File: src/rtl/pcs_sync_pkg.sv
/* Valid table is a 1000BASE-X subset only (D0.0-D9.0, D5.6, D16.2, K23.7, K27.7, K29.7).
   Code groups are written abcdei_fghj with bit 9 as a. */
package pcs_sync_pkg;

    // 10-bit code group as seen on the wire
    typedef logic [9:0] cg_t;

    // Even flag on top of the code group
    typedef struct packed {
        logic even;
        cg_t  code_group;
    } sudi_t;

    // ============================================================
    // Code-group constants
    // ============================================================

    // Comma character
    localparam cg_t k28_5_rdn  = 10'b001111_1010;
    localparam cg_t k28_5_rdp  = 10'b110000_0101;

    // D0.0 to D9.0
    localparam cg_t d0_0_rdn   = 10'b100111_0100;
    localparam cg_t d0_0_rdp   = 10'b011000_1011;
    localparam cg_t d1_0_rdn   = 10'b011101_0100;
    localparam cg_t d1_0_rdp   = 10'b100010_1011;
    localparam cg_t d2_0_rdn   = 10'b101101_0100;
    localparam cg_t d2_0_rdp   = 10'b010010_1011;
    localparam cg_t d3_0_rdn   = 10'b110001_1011;
    localparam cg_t d3_0_rdp   = 10'b110001_0100;
    localparam cg_t d4_0_rdn   = 10'b110101_0100;
    localparam cg_t d4_0_rdp   = 10'b001010_1011;
    localparam cg_t d5_0_rdn   = 10'b101001_1011;
    localparam cg_t d5_0_rdp   = 10'b101001_0100;
    localparam cg_t d6_0_rdn   = 10'b011001_1011;
    localparam cg_t d6_0_rdp   = 10'b011001_0100;
    localparam cg_t d7_0_rdn   = 10'b111000_1011;
    localparam cg_t d7_0_rdp   = 10'b000111_0100;
    localparam cg_t d8_0_rdn   = 10'b111001_0100;
    localparam cg_t d8_0_rdp   = 10'b000110_1011;
    localparam cg_t d9_0_rdn   = 10'b100101_1011;
    localparam cg_t d9_0_rdp   = 10'b100101_0100;

    // Neutral in both halves so both forms match
    localparam cg_t d5_6_rdn   = 10'b101001_0110;
    localparam cg_t d5_6_rdp   = 10'b101001_0110;

    localparam cg_t d16_2_rdn  = 10'b011011_0101;
    localparam cg_t d16_2_rdp  = 10'b100100_0101;

    // Control characters K23.7, K27.7, K29.7
    localparam cg_t k23_7_rdn  = 10'b111010_1000;
    localparam cg_t k23_7_rdp  = 10'b000101_0111;
    localparam cg_t k27_7_rdn  = 10'b110110_1000;
    localparam cg_t k27_7_rdp  = 10'b001001_0111;
    localparam cg_t k29_7_rdn  = 10'b101110_1000;
    localparam cg_t k29_7_rdp  = 10'b010001_0111;

    // Table scanned by the classifier
    localparam int  valid_table_len = 30;
    localparam cg_t valid_table [valid_table_len] = '{
        d0_0_rdn,  d0_0_rdp,  d1_0_rdn,  d1_0_rdp,
        d2_0_rdn,  d2_0_rdp,  d3_0_rdn,  d3_0_rdp,
        d4_0_rdn,  d4_0_rdp,  d5_0_rdn,  d5_0_rdp,
        d6_0_rdn,  d6_0_rdp,  d7_0_rdn,  d7_0_rdp,
        d8_0_rdn,  d8_0_rdp,  d9_0_rdn,  d9_0_rdp,
        d5_6_rdn,  d5_6_rdp,  d16_2_rdn, d16_2_rdp,
        k23_7_rdn, k23_7_rdp, k27_7_rdn, k27_7_rdp,
        k29_7_rdn, k29_7_rdp
    };

    // ============================================================
    // Classes, states and counters
    // ============================================================

    // Class of one code group
    typedef enum logic [1:0] {
        cg_comma,
        cg_valid,
        cg_invalid
    } cg_kind_t;

    // Clause 36 synchronization states
    typedef enum logic [3:0] {
        loss_of_sync,
        comma_detect_1,
        acquire_sync_1,
        comma_detect_2,
        acquire_sync_2,
        comma_detect_3,
        sync_acquired_1,
        sync_acquired_2,
        sync_acquired_2a,
        sync_acquired_3,
        sync_acquired_3a,
        sync_acquired_4,
        sync_acquired_4a
    } sync_state_t;

    // Good code groups that undo one error
    localparam int good_cgs_w      = 3;
    localparam int good_cgs_needed = 4;

    typedef logic [good_cgs_w-1:0] good_cnt_t;

    // Count value seen on the last good code group of a run
    localparam good_cnt_t good_cgs_last = good_cgs_w'(good_cgs_needed - 1);

endpackage

File: src/rtl/cg_classify.sv
`timescale 1ns/1ns

/* Purely combinational; running disparity is not tracked, either form is accepted.
   Anything outside the package table and not K28.5 is reported invalid. */
module cg_classify (
    input  pcs_sync_pkg::cg_t      code_group,
    output pcs_sync_pkg::cg_kind_t kind
);

    // Hit flags from the two compare stages
    logic is_comma;
    logic in_table;

    // ============================================================
    // Comma compare
    // ============================================================

    // K28.5 in either running disparity
    assign is_comma = (code_group == pcs_sync_pkg::k28_5_rdn) ||
                      (code_group == pcs_sync_pkg::k28_5_rdp);

    // ============================================================
    // Valid table scan
    // ============================================================

    // Unrolled into a flat OR of equality compares
    always_comb begin
        in_table = 1'b0;
        for (int i = 0; i < pcs_sync_pkg::valid_table_len; i++) begin
            if (code_group == pcs_sync_pkg::valid_table[i]) begin
                in_table = 1'b1;
            end
        end
    end

    // Comma wins, the table never holds K28.5 anyway
    always_comb begin
        if (is_comma) begin
            kind = pcs_sync_pkg::cg_comma;
        end
        else if (in_table) begin
            kind = pcs_sync_pkg::cg_valid;
        end
        else begin
            // Disparity errors and unknown codes land here
            kind = pcs_sync_pkg::cg_invalid;
        end
    end

endmodule

File: src/rtl/sync_fsm.sv
`timescale 1ns/1ns

/* One classified code group per rx_clk, no stall. Any comma starts acquisition in
   loss_of_sync; later commas count only in an even position. */
module sync_fsm (
    input  logic                   rx_clk,
    input  logic                   reset,
    input  pcs_sync_pkg::cg_kind_t kind,
    output logic                   rx_even,
    output logic                   sync_status
);

    // State register and its next values
    pcs_sync_pkg::sync_state_t state;
    pcs_sync_pkg::sync_state_t next_state;
    logic                      next_rx_even;
    logic                      next_sync_status;
    pcs_sync_pkg::good_cnt_t   good_cgs;
    pcs_sync_pkg::good_cnt_t   next_good_cgs;

    // Decoded conditions on the current code group
    logic any_comma;
    logic even_comma;
    logic data_ok;
    logic cg_good;
    logic run_done;

    assign any_comma  = (kind == pcs_sync_pkg::cg_comma);
    assign even_comma = any_comma && rx_even;
    assign data_ok    = (kind == pcs_sync_pkg::cg_valid);

    // Odd comma is bad, even comma is good
    assign cg_good    = data_ok || even_comma;

    // This good code group completes a run of four
    assign run_done   = (good_cgs == pcs_sync_pkg::good_cgs_last);

    // ============================================================
    // State register
    // ============================================================

    always_ff @(posedge rx_clk) begin
        if (!reset) begin
            state       <= pcs_sync_pkg::loss_of_sync;
            rx_even     <= 1'b1;
            sync_status <= 1'b0;
            good_cgs    <= '0;
        end
        else begin
            state       <= next_state;
            rx_even     <= next_rx_even;
            sync_status <= next_sync_status;
            good_cgs    <= next_good_cgs;
        end
    end

    // ============================================================
    // Next-state logic
    // ============================================================

    always_comb begin
        // Hold by default, toggle parity every code group
        next_state       = state;
        next_rx_even     = ~rx_even;
        next_sync_status = sync_status;
        next_good_cgs    = good_cgs;

        case (state)
            // Waiting for any comma
            pcs_sync_pkg::loss_of_sync: begin
                next_sync_status = 1'b0;
                next_good_cgs    = '0;
                if (any_comma) begin
                    next_state = pcs_sync_pkg::comma_detect_1;
                end
            end

            // Data must follow each comma
            pcs_sync_pkg::comma_detect_1: begin
                next_rx_even = 1'b1;
                if (data_ok) begin
                    next_state = pcs_sync_pkg::acquire_sync_1;
                end
                else begin
                    next_state = pcs_sync_pkg::loss_of_sync;
                end
            end

            pcs_sync_pkg::acquire_sync_1: begin
                if (even_comma) begin
                    next_state = pcs_sync_pkg::comma_detect_2;
                end
                else if (!data_ok) begin
                    // Odd comma or invalid
                    next_state = pcs_sync_pkg::loss_of_sync;
                end
            end

            pcs_sync_pkg::comma_detect_2: begin
                next_rx_even = 1'b1;
                if (data_ok) begin
                    next_state = pcs_sync_pkg::acquire_sync_2;
                end
                else begin
                    next_state = pcs_sync_pkg::loss_of_sync;
                end
            end

            pcs_sync_pkg::acquire_sync_2: begin
                if (even_comma) begin
                    next_state = pcs_sync_pkg::comma_detect_3;
                end
                else if (!data_ok) begin
                    next_state = pcs_sync_pkg::loss_of_sync;
                end
            end

            // Third comma seen; one more data code group to lock
            pcs_sync_pkg::comma_detect_3: begin
                next_rx_even = 1'b1;
                if (data_ok) begin
                    next_state = pcs_sync_pkg::sync_acquired_1;
                end
                else begin
                    next_state = pcs_sync_pkg::loss_of_sync;
                end
            end

            // Locked with no outstanding errors
            pcs_sync_pkg::sync_acquired_1: begin
                next_sync_status = 1'b1;
                if (!cg_good) begin
                    next_state    = pcs_sync_pkg::sync_acquired_2;
                    next_good_cgs = '0;
                end
            end

            // One error outstanding
            pcs_sync_pkg::sync_acquired_2: begin
                if (cg_good) begin
                    next_state    = pcs_sync_pkg::sync_acquired_2a;
                    next_good_cgs = pcs_sync_pkg::good_cnt_t'(1);
                end
                else begin
                    next_state    = pcs_sync_pkg::sync_acquired_3;
                    next_good_cgs = '0;
                end
            end

            pcs_sync_pkg::sync_acquired_2a: begin
                if (cg_good && run_done) begin
                    next_state    = pcs_sync_pkg::sync_acquired_1;
                    next_good_cgs = '0;
                end
                else if (cg_good) begin
                    next_good_cgs = good_cgs + 1'b1;
                end
                else begin
                    next_state    = pcs_sync_pkg::sync_acquired_3;
                    next_good_cgs = '0;
                end
            end

            // Two errors outstanding
            pcs_sync_pkg::sync_acquired_3: begin
                if (cg_good) begin
                    next_state    = pcs_sync_pkg::sync_acquired_3a;
                    next_good_cgs = pcs_sync_pkg::good_cnt_t'(1);
                end
                else begin
                    next_state    = pcs_sync_pkg::sync_acquired_4;
                    next_good_cgs = '0;
                end
            end

            pcs_sync_pkg::sync_acquired_3a: begin
                if (cg_good && run_done) begin
                    next_state    = pcs_sync_pkg::sync_acquired_2;
                    next_good_cgs = '0;
                end
                else if (cg_good) begin
                    next_good_cgs = good_cgs + 1'b1;
                end
                else begin
                    next_state    = pcs_sync_pkg::sync_acquired_4;
                    next_good_cgs = '0;
                end
            end

            // Three errors outstanding; next bad one drops the link
            pcs_sync_pkg::sync_acquired_4: begin
                if (cg_good) begin
                    next_state    = pcs_sync_pkg::sync_acquired_4a;
                    next_good_cgs = pcs_sync_pkg::good_cnt_t'(1);
                end
                else begin
                    next_state       = pcs_sync_pkg::loss_of_sync;
                    next_sync_status = 1'b0;
                    next_good_cgs    = '0;
                end
            end

            pcs_sync_pkg::sync_acquired_4a: begin
                if (cg_good && run_done) begin
                    next_state    = pcs_sync_pkg::sync_acquired_3;
                    next_good_cgs = '0;
                end
                else if (cg_good) begin
                    next_good_cgs = good_cgs + 1'b1;
                end
                else begin
                    next_state       = pcs_sync_pkg::loss_of_sync;
                    next_sync_status = 1'b0;
                    next_good_cgs    = '0;
                end
            end

            // Unused encodings recover to loss_of_sync
            default: begin
                next_state       = pcs_sync_pkg::loss_of_sync;
                next_sync_status = 1'b0;
                next_good_cgs    = '0;
            end
        endcase
    end

endmodule

File: src/rtl/pcs_synchronizer.sv
`timescale 1ns/1ns

/* sudi is combinational from rx_code_group; only sync_status and rx_even are registered.
   A new code group is expected on every rx_clk. */
module pcs_synchronizer (
    input  logic                rx_clk,
    input  logic                reset,
    input  pcs_sync_pkg::cg_t   rx_code_group,
    output pcs_sync_pkg::sudi_t sudi,
    output logic                sync_status
);

    // Classifier result and parity from the FSM
    pcs_sync_pkg::cg_kind_t cg_kind;
    logic                   rx_even;

    // Comma / table decode
    cg_classify u_classify (
        .code_group (rx_code_group),
        .kind       (cg_kind)
    );

    // Acquisition and error ladder
    sync_fsm u_fsm (
        .rx_clk      (rx_clk),
        .reset       (reset),
        .kind        (cg_kind),
        .rx_even     (rx_even),
        .sync_status (sync_status)
    );

    // Current parity tags the code group in the same cycle
    assign sudi = {rx_even, rx_code_group};

endmodule

File: config.mk
export PLATFORM = sky130hd
export DESIGN_NAME = pcs_synchronizer
export DESIGN_NICKNAME = d
export VERILOG_FILES = /design/src/rtl/pcs_sync_pkg.sv /design/src/rtl/cg_classify.sv /design/src/rtl/sync_fsm.sv /design/src/rtl/pcs_synchronizer.sv
export SDC_FILE = /design/constraint.sdc
export NUM_CORES = 1
export LEC_CHECK = 0
export ABC_AREA = 0
export BUFFER_PORTS_ARGS = -buffer_cell sky130_fd_sc_hd__clkbuf_2
export CORE_MARGIN = 4
export CORE_UTILIZATION = 50
export CTS_CLUSTER_DIAMETER = 50
export CTS_CLUSTER_SIZE = 8
export DETAILED_ROUTE_END_ITERATION = 12
export PLACE_DENSITY = 0.74
export SETUP_SLACK_MARGIN = 0.5
export SYNTH_ARGS = -nofsm -noshare
export SYNTH_HDL_FRONTEND = slang
export SYNTH_SLANG_ARGS = --single-unit
File: constraint.sdc
create_clock -name rx_clk -period 3.9 [get_ports rx_clk]
set_input_delay 0.975 -clock rx_clk [delete_from_list [all_inputs] [get_ports rx_clk]]
set_output_delay 0.975 -clock rx_clk [all_outputs]
set_load 0.02 [all_outputs]
==> flow_summary.yaml <==
status:
  status: "completed"
global_route:
  antenna_found_initial: 0
  grt_pass1_vias: 1157
  grt_overflow_total: 0
  track_usage: 0.197
  grt_max_degree: 18
  grt_pass1_wl_mm: 5.26
timing:
  hold_viol: 0
  finalCriticalPeriod_ns: 2.91
  finalMaxSlewViolations: 0
  setup_tns_ns: 0
  fin_crit_sh: 0.746
  fmax_ghz: 0.344
  tightest_slew_ns: 0.526
  maxSlewHeadroom: 0.649
  rsz0062_at_grt: "false"
  fin_skew_ns: 0.00699
  finalSetupViolCount: 0
  fin_ws_ns: 0.991
clocking:
  post_cts_buffers: 0
  clockBufferDepth: 2
  insertion_delay_ns: 0.27
  clkSinkCount: 9
  h-tree-depth: 1
  root_buffer: "clkbuf_4"
  ctsResizeCount: 0
  cts_made_buffers: 3
  clk_pin_slew_ns: 0.06
  cts_hold_buf: 0
  cts_tree: "yes"
setup_path:
  critPathArrivalTime_ns: 3.06
  startpoint_type: "input pin"
  critical_path_required_ns: 4.05
  cp_max_fo: 13
  cp-startpoint: "rx_code_group[1]"
  reg2reg_from: "u_fsm.state[2]$_SDFFE_PN0P_"
  worstSetupPathType: "in -> reg"
  endpoint_kind: "flop"
pwr:
  peakVddDrop_uv: 227
  p_leak_nw: 0.459
  power_density_mw_per_mm2: 187
logic_synthesis:
  async_flop_share: 0
  yosysUniqueCellTypes: 62
  synth_warnings: 0
  synth_seq_cells: 9
  synth_area_sq_mm: 0.00120
  syn_avg_cell_area_sq_um: 7.52
  synth_largest_area_cell: "dfxtp_1"
  synth_ff_type: "dfxtp_1"
  yosysMostFrequentCell: "nor2_1"
  netlist_top_cells_area: "dfxtp_1 15%, buf_4 7.5%, nor2_1 4.4%, a21oi_1 3.7%, nand2_1 3.1%"
  synth_top_area_share: 0.150
  syn-num-nets: 174
  seq_area_frac_synth: 0.150
  synthTopCellsByCount: "14 x nor2_1, 12 x buf_4, 10 x nand2_1"
  synth_edf_count: 0
  postSynthCellCount: 160
cells_and_area:
  drive_gt1_frac: 0.242
  stdcell_area_sq_mm: 0.00123
  nets: 180
  nFillCells: 234
  post-route-util: 0.547
  syn_to_final_growth_pct: 2.50
  multi_input_area_sq_um: 853
  register_area_sq_um: 180
  num_antenna_cells: 0
routing:
  vias_per_cell: 6.59
  remaining_drc_errors: 0
  drt-total-wl_mm: 3.06
  drt-pass1-iter-count: 4
  wl_per_cell_microns: 15.9
  postRouteAntennaNets: 0
  vias: 1272
  drtIter0Drc: 70
floorplanning:
  die_w_microns: 57.0
  io_pins: 24
  die_h_microns: 57.0
  die_area_sq_mm: 0.00325
  core-area_sq_mm: 0.00225
  start_util: 0.533
  num_rows: 17
placement:
  numPortBuffers: 23
  place_area_sq_mm: 0.00121
  gp_congestion: 0.959
  dpl_worst_slack_ns: 0.735
  dp_hpwl_mm: 2.26
worst_hold_path:
  hp-class: "reg -> reg"
  min-delay-start: "u_fsm.rx_even$_SDFF_PP1_"
flow_run:
  drv_cap: 0
==> layout by cell type (no fill, tap or decap), drive strengths merged, types with 3 or more instances in the layout <==
cell type / n
o41ai: 3
nand2: 10
o21ai: 6
inv: 6
clkbuf: 27
nor3: 4
nand4b: 3
dfxtp: 9
a21oi: 9
nand3: 6
nor3b: 3
o22ai: 4
and2: 4
nor2: 15
and3b: 4
or2: 3
==> cell type report <==
type	count	area share
multi-input cells	123	0.692
flip-flops and latches	9	0.146
repair buffers	23	0.0934
well taps	28	0.0284
clock buffers	4	0.0213
inverters	6	0.0183
==> layer usage <==
metal | track usage | vias to the layer above | routed length, microns
met4 | 0.0464 | 0 | 23
met1 | 0.268 | 592 | 1350
met5 | 0 | - | 0
met2 | 0.316 | 70 | 1410
met3 | 0.0452 | 4 | 280
li1 | - | 606 | -
==> logic make-up (layout without fill, tap and decap cells) <==
logic type,Yosys count,count (layout),synth area share
compound gates,47,47,0.303
xor+xnor,2,2,0.0146
fa+ha+maj,2,2,0.0208
buf+inv,28,33,0.140
flops,9,9,0.150
simple gates,72,72,0.372
==> worst max-delay path, stage by stage <==
cell and delay (ns):
clkbuf_2 0.19, and3b_1 0.24, a32oi_1 0.16, o22ai_1 0.13
or4_4 0.55, nor3_4 0.35, or3_1 0.23, o2bb2a_1 0.24
==> registers in the layout, summed over array words and instances (netlist names) <==
name	flops
u_fsm.state	4
u_fsm.good_cgs	3
u_fsm.rx_even	1
u_fsm.sync_status	1
==> metrics by stage <==
step	std cells	hold slack, ns	total power [mW]
5_1_grt	193	0.473	0.242
3_5_place_dp	189	0.424	0.154
4_1_cts	193	0.440	0.230
6_report	193	0.439	0.231
3_3_place_gp	189	0.418	0.153
2_1_floorplan	160	0.393	0.143
==> power by group <==
part	leakage (nW)	switching (mW)	internal (mW)
clock	0.0150	0.0383	0.0396
combinational	0.371	0.0385	0.0209
sequential	0.0728	0.000570	0.0926
==> path summary, 6_finish.rpt <==
path,cells past startpoint,to,slack [ns]
max,8,u_fsm.state[3]$_SDFFE_PN0P_,0.99
min,1,u_fsm.rx_even$_SDFF_PP1_,0.44
max reg2reg,5,u_fsm.state[2]$_SDFFE_PN0P_,1.99
min reg2reg,1,u_fsm.rx_even$_SDFF_PP1_,0.44
No activity file was read; power rests on OpenSTA's default activity.
